===== config.mk =====
export PLATFORM = sky130hd
export DESIGN_NAME = st_video_select
export DESIGN_NICKNAME = d
export VERILOG_FILES = /design/src/st_io_pkg.sv /design/src/st_video_select.sv
export SDC_FILE = /design/constraint.sdc
export NUM_CORES = 1
export LEC_CHECK = 0
export BUFFER_PORTS_ARGS = -buffer_cell sky130_fd_sc_hd__buf_2
export CAP_MARGIN = 40
export CORE_MARGIN = 1.5
export CORE_UTILIZATION = 37
export DETAILED_ROUTE_END_ITERATION = 7
export HOLD_SLACK_MARGIN = 0.08
export MAX_ROUTING_LAYER = met4
export PLACE_DENSITY = 0.76
export SLEW_MARGIN = 20
export SYNTH_ARGS = -nofsm -noshare
export SYNTH_HDL_FRONTEND = slang
export SYNTH_SLANG_ARGS = --single-unit

===== constraint.sdc =====
create_clock -name clk_32 -period 0.8 [get_ports clk_32]
set_input_delay 0.04 -clock clk_32 [delete_from_list [all_inputs] [get_ports clk_32]]
set_output_delay 0.04 -clock clk_32 [all_outputs]
set_load 0.005 [all_outputs]

===== src/st_io_pkg.sv =====
// shared widths, control word layout, redirection codes and port structs for the st i/o glue

package st_io_pkg;

	// data path widths
	localparam int byte_w  = 8;  // midi / printer byte
	localparam int color_w = 4;  // per colour channel, as the st shifter delivers
	localparam int ctrl_w  = 32; // system control word from the io controller
	localparam int joy_w   = 16; // extra joystick word

	// fifo depths
	localparam int midi_fifo_depth = 16;
	localparam int par_fifo_depth  = 4; // small on purpose, busy comes from its full flag

	// usb target port redirection, field bits 27:26 of the control word
	localparam logic [1:0] redir_none    = 2'd0;
	localparam logic [1:0] redir_rs232   = 2'd1;
	localparam logic [1:0] redir_printer = 2'd2;
	localparam logic [1:0] redir_midi    = 2'd3;

	// joystick 2 bit that doubles as printer busy (gauntlet adapter)
	localparam int busy_joy_bit = 4;

	// field view of the control word, msb first
	typedef struct packed {
		logic [3:0]  rsvd_31_28;
		logic [1:0]  usb_redir;  // bits 27:26
		logic [3:0]  rsvd_25_22;
		logic [1:0]  scanlines;  // bits 21:20
		logic [11:0] rsvd_19_8;
		logic [1:0]  fdc_wp;     // bits 7:6, one per drive
		logic [4:0]  rsvd_5_1;
		logic        soft_rst;   // bit 0
	} st_ctrl_fields_t;

	// same 32 bits, loaded raw and read back by field
	typedef union packed {
		logic [ctrl_w-1:0] raw;
		st_ctrl_fields_t   f;
	} st_ctrl_word_u;

	// one byte write from the st side
	typedef struct packed {
		logic              strobe; // single cycle
		logic [byte_w-1:0] data;
	} st_byte_wr_t;

	// colour triple
	typedef struct packed {
		logic [color_w-1:0] r;
		logic [color_w-1:0] g;
		logic [color_w-1:0] b;
	} st_rgb_t;

	// one video pixel with syncs
	typedef struct packed {
		st_rgb_t rgb;
		logic    hsync; // polarity as delivered by the source
		logic    vsync;
	} st_video_t;

endpackage

===== src/st_video_select.sv =====
// video source mux; picks viking card or blanked shifter output and registers the pixel
`timescale 1ns/1ps

module st_video_select (
	input  logic                  clk_32,
	input  logic                  arst_n,
	input  st_io_pkg::st_video_t  shifter,       // st shifter pixel and syncs
	input  st_io_pkg::st_video_t  viking,        // viking card pixel and syncs
	input  logic                  viking_active,
	input  logic                  blank_n,       // shifter display enable
	input  logic                  monomode,      // mono monitor, no blanking
	output st_io_pkg::st_video_t  video_out
);

	import st_io_pkg::*;

	st_video_t sel;      // next pixel
	st_rgb_t   st_rgb;   // shifter colours after blanking

	// mono mode ignores blank_n, the monochrome timing has its own border
	always_comb begin
		if (blank_n || monomode) begin
			st_rgb = shifter.rgb;
		end else begin
			st_rgb = '0; // black outside the display window
		end
	end

	// viking overrides the whole frame
	always_comb begin
		if (viking_active) begin
			sel = viking;
		end else begin
			sel.rgb   = st_rgb;
			sel.hsync = shifter.hsync; // syncs never blanked
			sel.vsync = shifter.vsync;
		end
	end

	// one cycle latency
	always_ff @(posedge clk_32 or negedge arst_n) begin
		if (!arst_n) begin
			video_out <= '0;
		end else begin
			video_out <= sel;
		end
	end

endmodule


Yosys cells after proc, flatten, opt, wreduce, memory -nomap -nowiden --
Index checks and enable logic that the tools add are counted. Widths: inputs -> output; s select.
Operators by class: add/subtract/negate cells 0, $mul 0, div/mod/pow operators 0, order comparisons 0, equality and inequality tests 0, shift-type cells 0, muxes and demuxes 2, bitwise operators 0, reductions and logical operators 1
Operators by type and width (count):
- $mux 14 | 1
- $mux 12 | 1
- $logic_or 1x1->1 | 1
Word-level totals: bits in registers 14, latch bits 0, RAM bits 0, bits in read-only memories 0, bits of input ports 33, output and inout port bits 14, logic and storage cells 8, memories kept 0

Logic depth before layout (Yosys ltp) --
depth in word-level cells 3, depth in mapped cells 4, depth with buffers taken out 2

Worst setup path after synthesis --
No wires, ideal clock.
path kind in2reg, start point input port viking_active, end point register video_out[0] (netlist name), setup time 125 ps, arrival 434 ps, data required time 675 ps, path slack 241 ps, stages on the path 2, path buffers 1, cell sequence buf_6 > mux2_4
RTL lines:
- start: declaration | line st_video_select.sv:9 | input logic viking_active,
- end signal: assignment | line st_video_select.sv:45 | video_out <= sel;
- end: declaration | line st_video_select.sv:12 | output st_io_pkg::st_video_t video_out

Worst setup path after layout --
start point register video_out[0] (netlist name), end point output port video_out[0] (netlist name)
No word-level cell between the ends.

==> qor.yml <==
synth:
  ys_ff_latch: 14
  postSynthCellCount: 57
  synth_area_um2: 594.3
  synth_fp_nets: 90
  ys_types: 9
  synth_warnings: 0
  avgSynthCellArea_um2: 10.43
  ys_seq_area_share_pct: 58.95
grt:
  antenna_found_initial: 0
  grt_pass1_vias: 764
  grt-ovfl-total: 0
  grt_start_max_net_pins: 17
  grt_usage_pct: 24.55
  grt_pass1_wl_um: 3208
final_layout:
  drive_above_1_share_pct: 40.15
  diodes: 0
  largest_reg_flops: 14
  largestRegisters: "video_out: 14 flops"
  final_common_cell: "buf_2"
  area_growth_pct: 89.47
  top_register: "video_out"
  n_fill_cell: 110
  fin_util_pct: 74.75
  stdcell_area_mm2: 0.001126
  final_cell_mix: "buf_2, dlygate4sd3_1, o21ai_0, dfrtp_1, nand2_1"
  fin_nets: 167
placed_design:
  placed_cell_area_um2: 810.8
  hpwl_um: 1126
  io_buffer_count: 46
  place_congestion: 0.6471
critical_path:
  endpoint: "video_out[0]"
  cp-end-kind: "primary output"
  worstPathCellList: "buf_2"
  cpLargestDelayFamily: "flip-flops"
  startpoint: "video_out[0]"
  worstPathRequired_ns: 0.76
  criticalPathCategory: "register to primary output"
  cp-start-kind: "register"
  cp.depth: 1
  path_buf_inv: 1
  critPathSlowestCell: "dfrtp_1"
  max_stage_delay_ns: 0.38
  cp.arrival_ns: 0.77
  critPathMaxFanout: 1
floorplan:
  die_y_um: 43.08
  die-area_mm2: 0.001856
  initial_core_util_pct: 39.45
  num_io_pins: 47
  floorplan.die.width_um: 43.08
  coreArea_mm2: 0.001506
  row_count: 14
sta:
  max_freq_mhz: 1241
  layout_setup_ws_ns: -0.005820
  min_period_ns: 0.8058
  finalMaxSlewViolations: 0
  setup_violations: 4
  tightest_slew_ns: 0.3014
  fin_tns_setup_ns: -0.009252
  rsz0062_at_grt: "yes"
  finalHoldViolations: 0
  maxSlewHeadroom_pct: 79.91
  finalCritPeriodShare_pct: 100.7
pwr:
  leakagePower_nw: 0.5805
  powerDensity_mw_per_mm2: 1358
  ir_drop_uv: 755.7
outcome:
  violations: "negative setup slack"
  status: "finished with violations"
detailed_routing:
  vias: 707
  antenna_left: 0
  wl_per_cell_um: 13.76
  via_per_inst: 4.777
  drcViolationCount: 0
  dr.pass1.iters: 4
  initialDrtViolationCount: 7
  routed_wl_um: 2036
clocking:
  cts_buffers: 3
  clock-root-buffer: "clkbuf_4"
  h-tree-depth: 1
  cts_num_sinks: 14
  cts.reportedPaths.clkPinSlew_ns: 0.07
  cts_buffer_depth: 2
  cts_tree: "yes"
worst_hold_path:
  hold_class: "input port to register"
flow_run:
  max_cap_viol_count: 0
==> cells in the mapped netlist <==
library cell  count  area (um^2)
buf_6             2        22.52
o21ai_1          10        50.05
clkbuf_8          1        13.76
buf_2             1        5.000
buf_4             1        7.510
mux2_4            2        30.03
nand2_1          12        45.04
o21ai_0          14        70.07
dfrtp_1          14        350.3
==> logic make-up after synthesis <==
logic type / count (synthesis) / share of synthesized area [%]
compound gates: 24 / 20.21
buf+inv: 5 / 8.209
flops: 14 / 58.95
mux: 2 / 5.053
simple gates: 12 / 7.578
==> timing repair <==
item	in CTS	in global routing
endpoints found under the setup margin	8	15
hold buffers	29	0
buffers inserted	0	0
gates resized for setup	0	1
cloned	0	0
hold endpoints to repair	28	0
==> worst min path at each step <==
stage	startpoint	to	slack [ns]	depth (start not counted)
floorplan	arst_n	video_out[0]	-0.26	0
global placement	arst_n	video_out[5]	-0.06	1
detailed placement	arst_n	video_out[11]	-0.06	1
CTS	viking_active	video_out[0]	0.09	2
global route	viking_active	video_out[1]	0.1	2
finish	viking_active	video_out[1]	0.1	2
==> per-stage QoR <==
stage                     instances  power [mW]  hold WS [ns]  setup WS, ns
after floorplan                  57      0.9029       -0.2556        0.2413
after global placement          116       1.040      -0.05795        0.1984
after detailed placement        116       1.050      -0.05695        0.1406
after CTS                       148       1.532       0.08949      -0.01591
after global routing            148       1.613       0.09708      -0.04213
final                           148       1.529       0.09648     -0.005820
==> metal layers <==
metal	wire (um)	part of all wire (%)	vias up	track usage, %
li1	-	-	343	-
met1	782	38	322	25.75
met2	1102	54	36	44.18
met3	97	4.8	6	2.553
met4	53	2.6	0	13.33
met5	0	0	-	-
==> final cells by class <==
| class | instances | area, um^2 | share of cell area, % |
|---|---|---|---|
| Clock buffer | 3 | 22.52 | 2.000 |
| Sequential cell | 14 | 350.3 | 31.11 |
| Tap cell | 16 | 20.02 | 1.778 |
| Multi-Input combinational cell | 38 | 195.2 | 17.33 |
| Timing Repair Buffer | 77 | 538.0 | 47.78 |
==> where the power goes <==
group,switching [mW],leakage [nW],total [mW],internal [mW]
Sequential,0.0147,0.170,0.777,0.762
Clock,0.200,0.0138,0.374,0.174
Combinational,0.150,0.397,0.379,0.229
Total,0.365,0.581,1.53,1.16
Power figures use the tool's default switching activity.
