File: src/st_io_pkg.sv
// shared widths, control word layout, redirection codes and port structs for the st i/o glue

package st_io_pkg;

	// data path widths
	localparam int byte_w  = 8;  // midi / printer byte
	localparam int color_w = 4;  // per colour channel, as the st shifter delivers
	localparam int ctrl_w  = 32; // system control word from the io controller
	localparam int joy_w   = 16; // extra joystick word

	// fifo depths
	localparam int midi_fifo_depth = 16;
	localparam int par_fifo_depth  = 4; // small on purpose, busy comes from its full flag

	// usb target port redirection, field bits 27:26 of the control word
	localparam logic [1:0] redir_none    = 2'd0;
	localparam logic [1:0] redir_rs232   = 2'd1;
	localparam logic [1:0] redir_printer = 2'd2;
	localparam logic [1:0] redir_midi    = 2'd3;

	// joystick 2 bit that doubles as printer busy (gauntlet adapter)
	localparam int busy_joy_bit = 4;

	// field view of the control word, msb first
	typedef struct packed {
		logic [3:0]  rsvd_31_28;
		logic [1:0]  usb_redir;  // bits 27:26
		logic [3:0]  rsvd_25_22;
		logic [1:0]  scanlines;  // bits 21:20
		logic [11:0] rsvd_19_8;
		logic [1:0]  fdc_wp;     // bits 7:6, one per drive
		logic [4:0]  rsvd_5_1;
		logic        soft_rst;   // bit 0
	} st_ctrl_fields_t;

	// same 32 bits, loaded raw and read back by field
	typedef union packed {
		logic [ctrl_w-1:0] raw;
		st_ctrl_fields_t   f;
	} st_ctrl_word_u;

	// one byte write from the st side
	typedef struct packed {
		logic              strobe; // single cycle
		logic [byte_w-1:0] data;
	} st_byte_wr_t;

	// colour triple
	typedef struct packed {
		logic [color_w-1:0] r;
		logic [color_w-1:0] g;
		logic [color_w-1:0] b;
	} st_rgb_t;

	// one video pixel with syncs
	typedef struct packed {
		st_rgb_t rgb;
		logic    hsync; // polarity as delivered by the source
		logic    vsync;
	} st_video_t;

endpackage
File: src/st_sys_ctrl.sv
// system control register; holds the io controller word and decodes settings and printer busy
`timescale 1ns/1ps

module st_sys_ctrl (
	input  logic                         clk_32,
	input  logic                         arst_n,
	input  logic                         ctrl_wr,   // one cycle strobe from io controller
	input  logic [st_io_pkg::ctrl_w-1:0] ctrl_word,
	input  logic                         par_full,  // parallel fifo full flag
	input  logic [st_io_pkg::joy_w-1:0]  joy2,
	output logic                         soft_rst,
	output logic [1:0]                   fdc_wp,
	output logic [1:0]                   scanlines,
	output logic [1:0]                   usb_redir,
	output logic                         par_busy
);

	import st_io_pkg::*;

	st_ctrl_word_u ctrl_q; // held control word

	// load raw view on strobe
	// everything reads zero after reset so soft reset is released
	always_ff @(posedge clk_32 or negedge arst_n) begin
		if (!arst_n) begin
			ctrl_q.raw <= '0;
		end else if (ctrl_wr) begin
			ctrl_q.raw <= ctrl_word; // visible one edge later
		end
	end

	// field view out
	assign soft_rst  = ctrl_q.f.soft_rst;  // held as long as bit 0 stays set
	assign fdc_wp    = ctrl_q.f.fdc_wp;
	assign scanlines = ctrl_q.f.scanlines; // goes to the scan doubler
	assign usb_redir = ctrl_q.f.usb_redir;

	// printer busy source
	// with printer redirection the io controller is the printer,
	// so busy means our fifo cannot take another byte
	// otherwise the line comes from the extra joystick port
	always_comb begin
		case (ctrl_q.f.usb_redir)
			redir_printer: par_busy = par_full;
			redir_none,
			redir_rs232,
			redir_midi:    par_busy = joy2[busy_joy_bit]; // pulled up if no adapter
		endcase
	end

endmodule

File: config.mk
export PLATFORM = sky130hd
export DESIGN_NAME = st_sys_ctrl
export DESIGN_NICKNAME = d
export VERILOG_FILES = /design/src/st_io_pkg.sv /design/src/st_sys_ctrl.sv
export SDC_FILE = /design/constraint.sdc
export NUM_CORES = 1
export LEC_CHECK = 0
export ABC_AREA = 0
export BUFFER_PORTS_ARGS = -buffer_cell sky130_fd_sc_hd__buf_2
export CAP_MARGIN = 20
export CORE_AREA = 2 2 39 41
export CTS_BUF_LIST = sky130_fd_sc_hd__clkbuf_16
export CTS_CLUSTER_DIAMETER = 200
export DETAILED_ROUTE_END_ITERATION = 16
export DIE_AREA = 0 0 41 43
export HOLD_SLACK_MARGIN = 0.12
export PLACE_DENSITY = 0.76
export SYNTH_ARGS = -nofsm -noshare
export SYNTH_HDL_FRONTEND = slang
export SYNTH_SLANG_ARGS = --single-unit
File: constraint.sdc
create_clock -name clk_32 -period 1.95 [get_ports clk_32]
set_input_delay 0.195 -clock clk_32 [delete_from_list [all_inputs] [get_ports clk_32]]
set_output_delay 0.195 -clock clk_32 [all_outputs]
set_load 0.01 [all_outputs]
**Yosys cells after proc, flatten, opt, wreduce, memory -nomap -nowiden**

Index checks and enable logic that the tools add are counted.

- Flip-flop bits (word level): 28
- Input port bits: 52

- Equal/unequal tests: 3
- Muxes and demuxes: 1
- Reduce and logical (&&, ||, !) cells: 2

Operators by type and width:

| operator | number |
|---|---|
| == test 2 bit, second input constant | 2 |
| OR reduction 3 bit | 1 |
| == test 2 x 1 -> 1 bit, second input constant | 1 |
| logical NOT 2 bit | 1 |
| one-hot mux 1 bit (2 select lines) | 1 |

**Depth between registers and ports, before layout**

- Depth in word-level cells: 3
- Depth in mapped cells: 2
- Depth with buffers taken out: 2

**Worst setup path after synthesis**

Ideal clock, no wire load.

- Path kind: register -> output
- Start: register ctrl_q[26] (netlist name)
- End: output par_busy
- Arrival: 860 ps
- Data required time: 1755 ps
- Slack: 895 ps
- Cell stages (with the launch flop): 3
- Cells stage by stage: dfrtp_1 -> nor2b_4 -> mux2_4

- Cells in the longest elaborated chain, start to end: 3
- Elaborated cells between the ends (all ways): 6
- Those cells by class: 3 x eq/ne; 1 x mux; 2 x reduce/logical

Ends and longest elaborated chain:

| what | line | source |
|---|---|---|
| start: declaration | st_sys_ctrl.sv:20 | `st_ctrl_word_u ctrl_q;` |
| == test 2 x 1 -> 1 bit (tied with other cells) | st_sys_ctrl.sv:43 | `case (ctrl_q.f.usb_redir)` |
| OR reduction 3 bit | st_sys_ctrl.sv:43 |  |
| one-hot mux 1 bit (2 select lines) (*) | st_sys_ctrl.sv:43 |  |
| end: declaration | st_sys_ctrl.sv:15 | `output logic par_busy` |

Mark *: on every way between the ends. The rest lies on a longest branch, timed or not.

**Worst setup path after layout**

Same ends and word-level chain as after synthesis.

==> out/results.md <==
| Quantity | Value | Unit |
|---|---|---|
| Root Buffer Master | sky130_fd_sc_hd__clkbuf_16 | - |
| Portion of synthesized cell area occupied by the leading cell type | 0.547 | - |
| Period Utilization, post-route | 0.711 | - |
| Tightest Hold Check Type | in2reg | - |
| Status | complete, no violations | - |
| # port buffers | 19 | - |
| Clock-pin slew of the registers on the worst-case setup and hold paths | 40 | ps |
| Leakage power | 0.275 | nW |
| Flops & latches, synth | 7 | - |
| I/O pin total | 60 | - |
| Number of max-slew violations in the final report | 0 | - |
| Worst-margin pin slew | 224 | ps |
| Placed insts | 51 | - |
| Delay of the slowest cell on the worst path | 410 | ps |
| Switching part of the total power | 0.191 | - |
| Max Clock Skew | 0 | ps |
| Highest-count cells in the layout ignoring fill and taps | sky130_fd_sc_hd__buf_2, sky130_fd_sc_hd__mux2_4, sky130_fd_sc_hd__dfrtp_1, sky130_fd_sc_hd__clkbuf_16 | - |
| Antenna violations before repair | 0 | - |
| Die span in y | 43 | um |
| Post-synthesis cell type with the largest combined area | sky130_fd_sc_hd__dfrtp_1 | - |
| Total of endpoints with negative setup slack in the final report | 0 | - |
| CTS H-Tree Depth | 1 | - |
| Number of library cell types mapped by synthesis | 4 | - |
| CP startpoint kind | flip-flop | - |
| Drc violations | 0 | - |
| Critical path data arrival time | 1190 | ps |
| Sum of negative setup slack | 0 | ps |
| Non-filler instance count after layout | 56 | - |
| Global-route total usage across every layer | 0.0936 | - |
| CP Cell Sequence | nor2b_4, mux2_4, buf_2 | - |
| Worst-skew pair later-pin latency | 230 | ps |
| Number of sinks handled by clock tree synthesis | 7 | - |
| Top flop regs | ctrl_q: 7 flops | - |
| Max-Slew Margin vs Limit | 0.850 | - |
| Core region area | 0.00138 | sq mm |
| Type of the worst setup path | reg2out | - |
| Starting DRT DRC Count | 0 | - |
| Sort of element at the end of the critical path | output port | - |
| Gate count after technology mapping | 17 | - |
| Critical Path Fanout Max | 3 | - |
| Largest net degree at the start of global routing | 8 | - |
| Share of final-layout standard cells stronger than drive strength 1 | 0.775 | - |
| Count of vias placed by the detailed router | 226 | - |
| DIE AREA | 0.00176 | sq mm |
| Count of antenna-violating nets left after detailed routing | 0 | - |
| Via count normalized by instance count | 4.04 | - |
| CTS buffer count | 3 | - |
| Effective utilization at floorplan | 0.231 | - |
| Flip-flop count of the largest register, all copies and words added | 7 | - |
| Largest cells by area after synthesis | sky130_fd_sc_hd__dfrtp_1, sky130_fd_sc_hd__mux2_4, sky130_fd_sc_hd__nor2b_4 | - |
| Routability-driven placement congestion ratio | 0.704 | - |
| Switching power summed over all nets | 0.112 | mW |
| Final Hold Violating Endpoints | 0 | - |
| CTS tree | done | - |
| Cell area after synthesis | 320 | sq um |
| Grt total ovfl | 0 | - |
| Total power draw | 0.587 | mW |
| Yosys synthesis warning count | 0 | - |
| Fin nets | 93 | - |
| Final min period | 1390 | ps |
| Global-route wire length before repair | 1030 | um |
| Diode insertion count for antenna repair | 0 | - |
| Row Count | 14 | - |
| Drt wl/cell | 11.7 | um |
| Combinational share of power | 0.129 | - |
| Highest clock rate | 721 | MHz |
| Sequential area share after synthesis | 0.547 | - |
| Required time at the endpoint of the critical path | 1750 | ps |
| Power density over the cells | 1140 | mW/mm^2 |
| Internal power | 0.475 | mW |
| Count of buffers added by post-CTS timing repair for setup | 0 | - |
| Largest reg by FF count | ctrl_q | - |
| Proportion of power drawn by the clock network | 0.579 | - |
| Horizontal extent of the die | 41 | um |
| Via count of the first global-routing pass | 263 | - |
| Proportion of power drawn by flip-flops and latches | 0.292 | - |
| Net count after synthesis | 69 | - |
| Unrepaired setup endpoints after global routing | no | - |
| Area growth from synthesis to final layout | 60.2 | % |
| Maximum ir drop on the vdd rail | 0.000464 | V |
| Most common cell after layout, fill and taps aside | sky130_fd_sc_hd__buf_2 | - |
| Max_cap viols | 0 | - |
| Per-instance average area after synthesis | 18.8 | sq um |
| Crit-path slowest cell | sky130_fd_sc_hd__dfrtp_1 | - |
| Maximum clock path buffer count | 2 | - |
| Post-route core utilization | 0.371 | - |
| First-pass DRT Iterations | 1 | - |
| Total Wirelength | 653 | um |
## critical path: cells and delay by family, from the launching register on
| kind | cells | cell delay (ps) |
|---|---|---|
| buf+inv | 1 | 140 |
| flops | 1 | 410 |
| mux | 1 | 290 |
| simple gates | 1 | 130 |
## power groups by stage
stage / registers [mW] / clock network (mW) / logic [mW]
after CTS: 0.172 / 0.352 / 0.0773
after global routing: 0.174 / 0.359 / 0.0827
final: 0.172 / 0.340 / 0.0758
after detailed placement: 0.172 / 0 / 0.0762
after floorplan: 0.179 / 0 / 0.0380
after global placement: 0.172 / 0 / 0.0745
## cell type report
class | count | area, sq um
flip-flops and latches | 7 | 175
well taps | 16 | 20.0
clock inverters | 1 | 3.75
multi-input cells | 9 | 134
fillers | 138 | 871
clock buffers | 3 | 75.1
repair buffers | 20 | 105
## kinds of logic (layout without fill, tap and decap cells)
kind of cell / Yosys count / in the layout / synth area share
flip-flops: 7 / 7 / 0.547
AND/OR/NAND/NOR: 1 / 1 / 0.0430
buffers and inverters: 1 / 24 / 0.0352
multiplexers: 8 / 8 / 0.375
## metrics by stage
stage	worst slack, ps	area (sq um)	hold WS [ps]
after floorplan	895	320	-101
after global routing	510	513	197
final	563	513	195
after global placement	819	424	29.4
after detailed placement	804	424	35.3
after CTS	556	513	190
## worst paths after layout
kind	from	to	slack [ps]	depth (start not counted)
max	ctrl_q[26]	par_busy	560	3
min	ctrl_word[6]	ctrl_q[6]	190	2
max reg2reg	ctrl_q[26]	ctrl_q[26]	1140	1
min reg2reg	ctrl_q[21]	ctrl_q[21]	510	1
max in group asynchronous	arst_n	ctrl_q[7]	1480	2
min in group asynchronous	arst_n	ctrl_q[21]	320	2
## layer usage
layer,part of all wire,GRT usage,wire (um),vias up
li1,-,-,-,104
met1,0.40,0.104,260,102
met2,0.46,0.134,301,20
met3,0.14,0.0471,91,0
met4,0,0.0600,0,0
met5,0,0,0,-
## cells in the mapped netlist
master / n
sky130_fd_sc_hd__nor2b_4: 1
sky130_fd_sc_hd__dfrtp_1: 7
sky130_fd_sc_hd__mux2_4: 8
sky130_fd_sc_hd__buf_6: 1
## what timing repair did
item                                   4_1_cts  5_1_grt
gates resized for setup                      0        0
endpoints found under the hold margin        7        0
hold buffers                                 1        0
setup endpoints to repair                    0        0
(Power assumes the default switching activity.)
