### src/st_io_pkg.sv
// shared widths, control word layout, redirection codes and port structs for the st i/o glue

package st_io_pkg;

	// data path widths
	localparam int byte_w  = 8;  // midi / printer byte
	localparam int color_w = 4;  // per colour channel, as the st shifter delivers
	localparam int ctrl_w  = 32; // system control word from the io controller
	localparam int joy_w   = 16; // extra joystick word

	// fifo depths
	localparam int midi_fifo_depth = 16;
	localparam int par_fifo_depth  = 4; // small on purpose, busy comes from its full flag

	// usb target port redirection, field bits 27:26 of the control word
	localparam logic [1:0] redir_none    = 2'd0;
	localparam logic [1:0] redir_rs232   = 2'd1;
	localparam logic [1:0] redir_printer = 2'd2;
	localparam logic [1:0] redir_midi    = 2'd3;

	// joystick 2 bit that doubles as printer busy (gauntlet adapter)
	localparam int busy_joy_bit = 4;

	// field view of the control word, msb first
	typedef struct packed {
		logic [3:0]  rsvd_31_28;
		logic [1:0]  usb_redir;  // bits 27:26
		logic [3:0]  rsvd_25_22;
		logic [1:0]  scanlines;  // bits 21:20
		logic [11:0] rsvd_19_8;
		logic [1:0]  fdc_wp;     // bits 7:6, one per drive
		logic [4:0]  rsvd_5_1;
		logic        soft_rst;   // bit 0
	} st_ctrl_fields_t;

	// same 32 bits, loaded raw and read back by field
	typedef union packed {
		logic [ctrl_w-1:0] raw;
		st_ctrl_fields_t   f;
	} st_ctrl_word_u;

	// one byte write from the st side
	typedef struct packed {
		logic              strobe; // single cycle
		logic [byte_w-1:0] data;
	} st_byte_wr_t;

	// colour triple
	typedef struct packed {
		logic [color_w-1:0] r;
		logic [color_w-1:0] g;
		logic [color_w-1:0] b;
	} st_rgb_t;

	// one video pixel with syncs
	typedef struct packed {
		st_rgb_t rgb;
		logic    hsync; // polarity as delivered by the source
		logic    vsync;
	} st_video_t;

endpackage
### src/st_byte_fifo.sv
// show-ahead byte fifo with write strobe and read strobe; used for midi out and printer out
`timescale 1ns/1ps

module st_byte_fifo #(
	parameter int depth = st_io_pkg::midi_fifo_depth
) (
	input  logic                         clk_32,
	input  logic                         arst_n,
	input  logic                         flush,          // soft reset
	input  st_io_pkg::st_byte_wr_t       wr,
	input  logic                         rd_strobe,      // pops the shown byte
	output logic [st_io_pkg::byte_w-1:0] rd_data,
	output logic                         data_available,
	output logic                         full
);

	import st_io_pkg::*;

	typedef logic [$clog2(depth)-1:0]   ptr_t; // ring index
	typedef logic [$clog2(depth+1)-1:0] cnt_t; // 0..depth

	logic [byte_w-1:0] mem [depth]; // storage
	ptr_t wr_ptr;
	ptr_t rd_ptr;
	cnt_t count;
	logic do_wr;
	logic do_rd;

	// writes to a full fifo are lost, reads of an empty one ignored
	assign do_wr = wr.strobe && !full;
	assign do_rd = rd_strobe && data_available;

	// payload
	always_ff @(posedge clk_32) begin
		if (do_wr) begin
			mem[wr_ptr] <= wr.data;
		end
	end

	// pointers and occupancy
	always_ff @(posedge clk_32 or negedge arst_n) begin
		if (!arst_n) begin
			wr_ptr <= '0;
			rd_ptr <= '0;
			count  <= '0;
		end else if (flush) begin
			wr_ptr <= '0; // drop everything
			rd_ptr <= '0;
			count  <= '0;
		end else begin
			if (do_wr) begin
				wr_ptr <= (wr_ptr == ptr_t'(depth - 1)) ? '0 : wr_ptr + 1'b1;
			end
			if (do_rd) begin
				rd_ptr <= (rd_ptr == ptr_t'(depth - 1)) ? '0 : rd_ptr + 1'b1;
			end
			case ({do_wr, do_rd})
				2'b10:   count <= count + 1'b1;
				2'b01:   count <= count - 1'b1;
				default: count <= count; // both or none
			endcase
		end
	end

	// oldest byte always on the output
	assign rd_data        = mem[rd_ptr];
	assign data_available = (count != '0);
	assign full           = (count == cnt_t'(depth));

endmodule

### config.mk
export PLATFORM = sky130hd
export DESIGN_NAME = st_byte_fifo
export DESIGN_NICKNAME = d
export VERILOG_FILES = /design/src/st_io_pkg.sv /design/src/st_byte_fifo.sv
export SDC_FILE = /design/constraint.sdc
export NUM_CORES = 1
export LEC_CHECK = 0
export BUFFER_PORTS_ARGS = -buffer_cell sky130_fd_sc_hd__buf_4
export CORE_MARGIN = 1
export CORE_UTILIZATION = 55
export DETAILED_ROUTE_END_ITERATION = 7
export GPL_TIMING_DRIVEN = 0
export MAX_ROUTING_LAYER = met4
export PLACE_DENSITY_LB_ADDON = 0.3
export SYNTH_ARGS = -nofsm -noshare
export SYNTH_HDL_FRONTEND = slang
export SYNTH_SLANG_ARGS = --single-unit
### constraint.sdc
create_clock -name clk_32 -period 3.5 [get_ports clk_32]
set_input_delay 0.525 -clock clk_32 [delete_from_list [all_inputs] [get_ports clk_32]]
set_output_delay 0.525 -clock clk_32 [all_outputs]
set_load 0.01 [all_outputs]
# Word-level counts from Yosys, hierarchy flattened
# Memories as Yosys holds them, arrays and structs flattened.
# Cells that the tools add are included.
[classes]
addsub = 4
n_eq_ne = 5
mux = 10
reduce_logical = 7
[ops]
columns = ["op", "n"]
rows = [
  ["$mux W4", 6],
  ["$pmux W5 S2", 1],
  ["$add A4 B1 Y4 const B", 2],
  ["$eq A4 B4 Y1 const B", 2],
  ["$add A5 B1 Y5 const B", 1],
  ["$eq A5 B5 Y1 const B", 1],
  ["$mux W5", 1],
  ["$reduce_bool A5 Y1", 1],
  ["$sub A5 B1 Y5 const B", 1],
  ["$reduce_bool A2 Y1", 2],
  ["$reduce_bool A3 Y1", 1],
  ["$eq A2 B1 Y1 const B", 1],
  ["$eq A2 B2 Y1 const B", 1],
  ["$logic_and A1 B1 Y1", 2],
  ["$mux W1", 2],
  ["$logic_not A1 Y1", 1],
]
[totals]
regBits = 13
ramBits = 128
input_bits = 13
output_inout_bits = 10
word_cells = 30
mem_count = 1
[mem_list]
columns = ["memory", "depth", "word_bits", "read_ports", "rd_clocked_by_memory_dff", "wr", "line_no", "rtl"]
rows = [
  ["mem", 16, 8, 1, 0, 1, "st_byte_fifo.sv:22", "logic [byte_w-1:0] mem [depth];"],
]

# Logic depth before layout (Yosys ltp)
[depth]
word_depth = 6
ltp_mapped = 10
mapped_depth_nobuf = 8

# Least setup slack after synthesis
# Ideal clock, no wire load.
[synth_path]
kind = "input port to flip-flop"
start = "input wr[8] in the netlist's numbering"
end = "memory mem[3][0], enable pin"
setup_ns = 0.383
arrival_ns = 2.008
required_time_ns = 3.117
slack_ns = 1.109
path_stages = 4
n_path_buf = 1
path_cell_list = "clkbuf_1 a21boi_2 nand2_1 nor3_1"
[synth_via]
elab_chain_cells = 3
[synth_rtl]
columns = ["element", "line_no", "rtl"]
rows = [
  ["start, declared", "st_byte_fifo.sv:10", "input st_io_pkg::st_byte_wr_t wr,"],
  ["$logic_and A1 B1 Y1", "st_byte_fifo.sv:30", "assign do_wr = wr.strobe && !full;"],
  ["$mux W1", "st_byte_fifo.sv:35", "if (do_wr) begin"],
  ["$mux W1 (implied by the code)", "st_byte_fifo.sv:36", "mem[wr_ptr] <= wr.data;"],
  ["end, declared", "st_byte_fifo.sv:22", ""],
]
# Every way passes these cells.

# Final worst setup path
[layout_path]
start = "register rd_ptr[1]"
end = "output rd_data[0] in the netlist's numbering"
[layout_via]
elab_chain_cells = 1
[layout_rtl]
columns = ["element", "line_no", "rtl"]
rows = [
  ["start, declared", "st_byte_fifo.sv:24", "ptr_t rd_ptr;"],
  ["start signal, assigned", "st_byte_fifo.sv:55", "rd_ptr <= (rd_ptr == ptr_t'(depth - 1)) ? '0 : rd_ptr + 1'b1;"],
  ["$mem_v2 Z16 W8", "-", ""],
  ["end, declared", "st_byte_fifo.sv:12", "output logic [st_io_pkg::byte_w-1:0] rd_data,"],
]
# Every way passes these cells.

==> metrics.md <==
| Metric | Value |
|---|---|
| HP Class | `input port to flip-flop` |
| DRT Pass-1 Iters | `4` |
| Final min period | `3.41 ns` |
| Outcome | `complete, no violations` |
| Reg2reg start | `count[1]` |
| Core area | `10300 um2` |
| Internal power | `3.56 mW` |
| Root buffer cell | `clkbuf_8` |
| Remaining DRCs | `0` |
| Crit end category | `output pin` |
| Drt total wl | `11700 um` |
| Initial core utilization | `0.566` |
| Via count | `2990` |
| Worst Setup Start Kind | `flip-flop` |
| Vias in the first global route | `3138` |
| Setup crit end | `rd_data[0]` |
| Reg-to-Reg End | `count[4]` |
| Critical Path AT | `2.88 ns` |
| Post-synth top area cell | `edfxtp_1` |
| Met3 Track Usage GR | `0.0555` |
| Post-route ant nets | `0` |
| Met2 global-route usage | `0.389` |
| Later-pin clock latency in the skew report | `0.52 ns` |
| Main area contributors after synthesis | `edfxtp_1 (66%), mux4_2 (15%), dfrtp_1 (5.6%), nor2_1 (1.5%), ha_1 (1.5%)` |
| Clock share of power | `0.364` |
| Post-synth top area share | `0.661` |
| Hpwl dp | `7490 um` |
| Logic pwr share | `0.229` |
| Syn. warnings | `0` |
| Peak VDD IR | `0.342 mV` |
| Critical Path RT | `2.97 ns` |
| GRT met1 Usage | `0.317` |
| Ports | `23` |
| Clock-pin slew on the worst setup and hold paths | `0.06 ns` |
| Final clock skew | `0.00958 ns` |
| Maxcap violations | `0` |
| Syn-to-layout area delta | `16.3%` |
| Switch Pwr | `1.30 mW` |
| Die X | `105 um` |
| Synth unique cells | `39` |
| Final Net Count | `363` |
| CTS Buffer Depth | `2` |
| Share of layout cells above drive strength 1 | `0.320` |
| Antenna violations before repair | `0` |
| Vias per Instance | `6.08` |
| Die ar. | `11000 um2` |
| Gr usage total | `0.245` |
| Hold path cells | `2` |
| Port bufs | `21` |
| Initial DRC count | `354` |
| Post-Place Cell Area | `6160 um2` |
| Leak | `2.28 nW` |
| R2R cell count | `10` |
| Antenna cells | `0` |
| Wire length per cell | `23.8 um` |
| Pin count of the biggest net entering global routing | `17` |
| Global-route wire length before repair | `18200 um` |
| RSZ-0062 raised after global routing | `no` |
| Final hold vios | `0` |
| Setup crit start | `rd_ptr[1]` |
| CTS tree | `done` |
| Final period utilization | `0.974` |
| Sequential fraction of the synthesis area | `0.716` |
| Setup CP Type | `flip-flop to output pin` |
| Max FO, Critical Path | `10` |
| RePlAce Congestion | `0.807` |
| Clk sinks | `141` |
| GRT overflow | `0` |
| CTS Buf Count | `17` |
| Worst reg2reg setup slack | `1.01 ns` |
| Sum Neg Setup Slack | `0 ns` |
| Sequential power share | `0.407` |
| Max-slew violation count | `0` |
| H-tree depth | `4` |
| Row count | `37` |
| Die Span Y | `105 um` |
| Synthesis-stage register bit count | `141` |
| Most crowded layer after global routing | `met2` |
| Worst rel slew slack | `0.342` |
| Syn Inst Count | `302` |
| Worst Max-Slew Pin Slew | `0.983 ns` |
| Finished Cell Area | `6770 um2` |
| Fmax | `293 MHz` |
| Net Count, Synth | `322` |
| Pwr dens | `717 nW/um2` |
| Sw frac | `0.268` |
| Mapped cell area | `5820 um2` |
| Setup violators final | `0` |
| Mean cell area of the mapped netlist | `19.3 um2` |
==> worst min path at each step <==
stage	start	end
6_report	flush	rd_ptr[3]
5_1_grt	flush	rd_ptr[3]
4_1_cts	flush	rd_ptr[3]
3_3_place_gp	arst_n	rd_ptr[3]
3_5_place_dp	arst_n	count[4]
2_1_floorplan	arst_n	count[0]
==> metrics by stage <==
stage / hold slack [ns] / power [mW] / instances / setup WS [ns] / utilization
after floorplan: 0.229 / 2.79 / 302 / 1.11 / -
after global placement: 0.378 / 3.10 / 459 / 0.320 / 0.598
after detailed placement: 0.378 / 3.13 / 459 / 0.414 / 0.599
after CTS: 0.172 / 4.89 / 492 / 0.0999 / 0.658
after global routing: 0.177 / 5.04 / 492 / 0.0339 / 0.659
final: 0.190 / 4.85 / 492 / 0.0903 / 0.659
==> synthesized netlist by cell type <==
library cell,n
xor2_1,4
o211ai_2,1
a22oi_1,1
edfxtp_1,128
mux4_2,40
a311o_1,1
a21oi_1,8
a32oi_1,1
clkbuf_1,9
o41ai_1,1
and3_1,1
inv_1,5
or3_1,1
ha_1,7
nand3_2,1
or4_4,1
mux2i_1,2
xnor2_1,3
a21o_1,1
buf_4,3
a31oi_1,1
o21ai_2,1
nor2_1,24
nand3_1,5
dfrtp_1,13
o21ai_0,3
buf_6,2
nand2_1,14
nor3_1,6
buf_2,2
a211oi_1,1
nor3_2,1
o211a_1,1
nand2b_1,4
a21boi_2,1
buf_1,1
o221a_4,1
o31ai_1,1
nor4_4,1
==> worst max-delay path: stages (launching register included) <==
cell and delay [ns]:
dfrtp_1 0.38, clkbuf_1 0.51, clkbuf_2 0.41, mux4_2 0.41, mux4_2 0.49, buf_4 0.16
==> routing by layer <==
metal  vias up  share of wire
li1       1302              -
met5         -              0
met3        12          0.064
met4         0          0.015
met2       109           0.53
met1      1567           0.40
==> power groups by stage <==
stage               combinational (mW)  clock [mW]  sequential [mW]
finish                            1.11        1.77             1.98
global route                      1.20        1.86             1.99
CTS                               1.13        1.78             1.98
detailed placement                1.12           0             2.01
global placement                  1.09           0             2.01
floorplan                        0.794           0             2.00
==> timing repair <==
action / CTS / global route
resized for setup: 3 / 0
buffers inserted: 0 / 0
endpoints found under the hold margin: 13 / 0
hold buffers: 1 / 0
setup endpoints to repair: 8 / 0
==> cell families after synthesis <==
logic type                 share of synthesized area
AOI/OAI and AO/OA                             0.0312
xor gates and xnor gates                      0.0105
adders and majority gates                     0.0150
buffers and inverters                         0.0191
DFF                                            0.716
muxes                                          0.158
and+or+nand+nor                               0.0495
==> state kept, by name (all words and copies together) (netlist names) <==
| signal | flops |
|---|---|
| wr_ptr | 4 |
| count | 5 |
| rd_ptr | 4 |
| mem | 128 |
==> placed cells by master, fill, tap and decap left out, types with 2 or more instances in the layout <==
cell        Yosys  routed
nor3_1          6       2
buf_4           3      24
mux4_2         40      40
buf_6           2       2
clkinv_2        0       4
nand3_1         5       5
clkbuf_1        9       7
clkbuf_16       0      16
xnor2_1         3       3
inv_1           5       5
nand2b_1        4       4
a21oi_1         8       8
dfrtp_1        13      13
bufinv_16       0       3
clkinv_4        0       4
clkinvlp_4      0       2
xor2_1          4       4
edfxtp_1      128     128
nor3_2          1       5
clkbuf_2        0       2
nor2_1         24      24
o21ai_0         3       3
mux2i_1         2       2
nand2_1        14      14
buf_2           2       3
ha_1            7       7
==> layout make-up <==
type / count / area, um2
plain buffers: 17 / 96.3
fillers: 715 / 3510
clock inverters: 15 / 173
multi-input cells: 139 / 1560
repair buffers: 22 / 168
inverters: 5 / 18.8
clock buffers: 17 / 414
flip-flops and latches: 141 / 4170
well taps: 136 / 170
No activity file was read; power rests on OpenSTA's default activity.
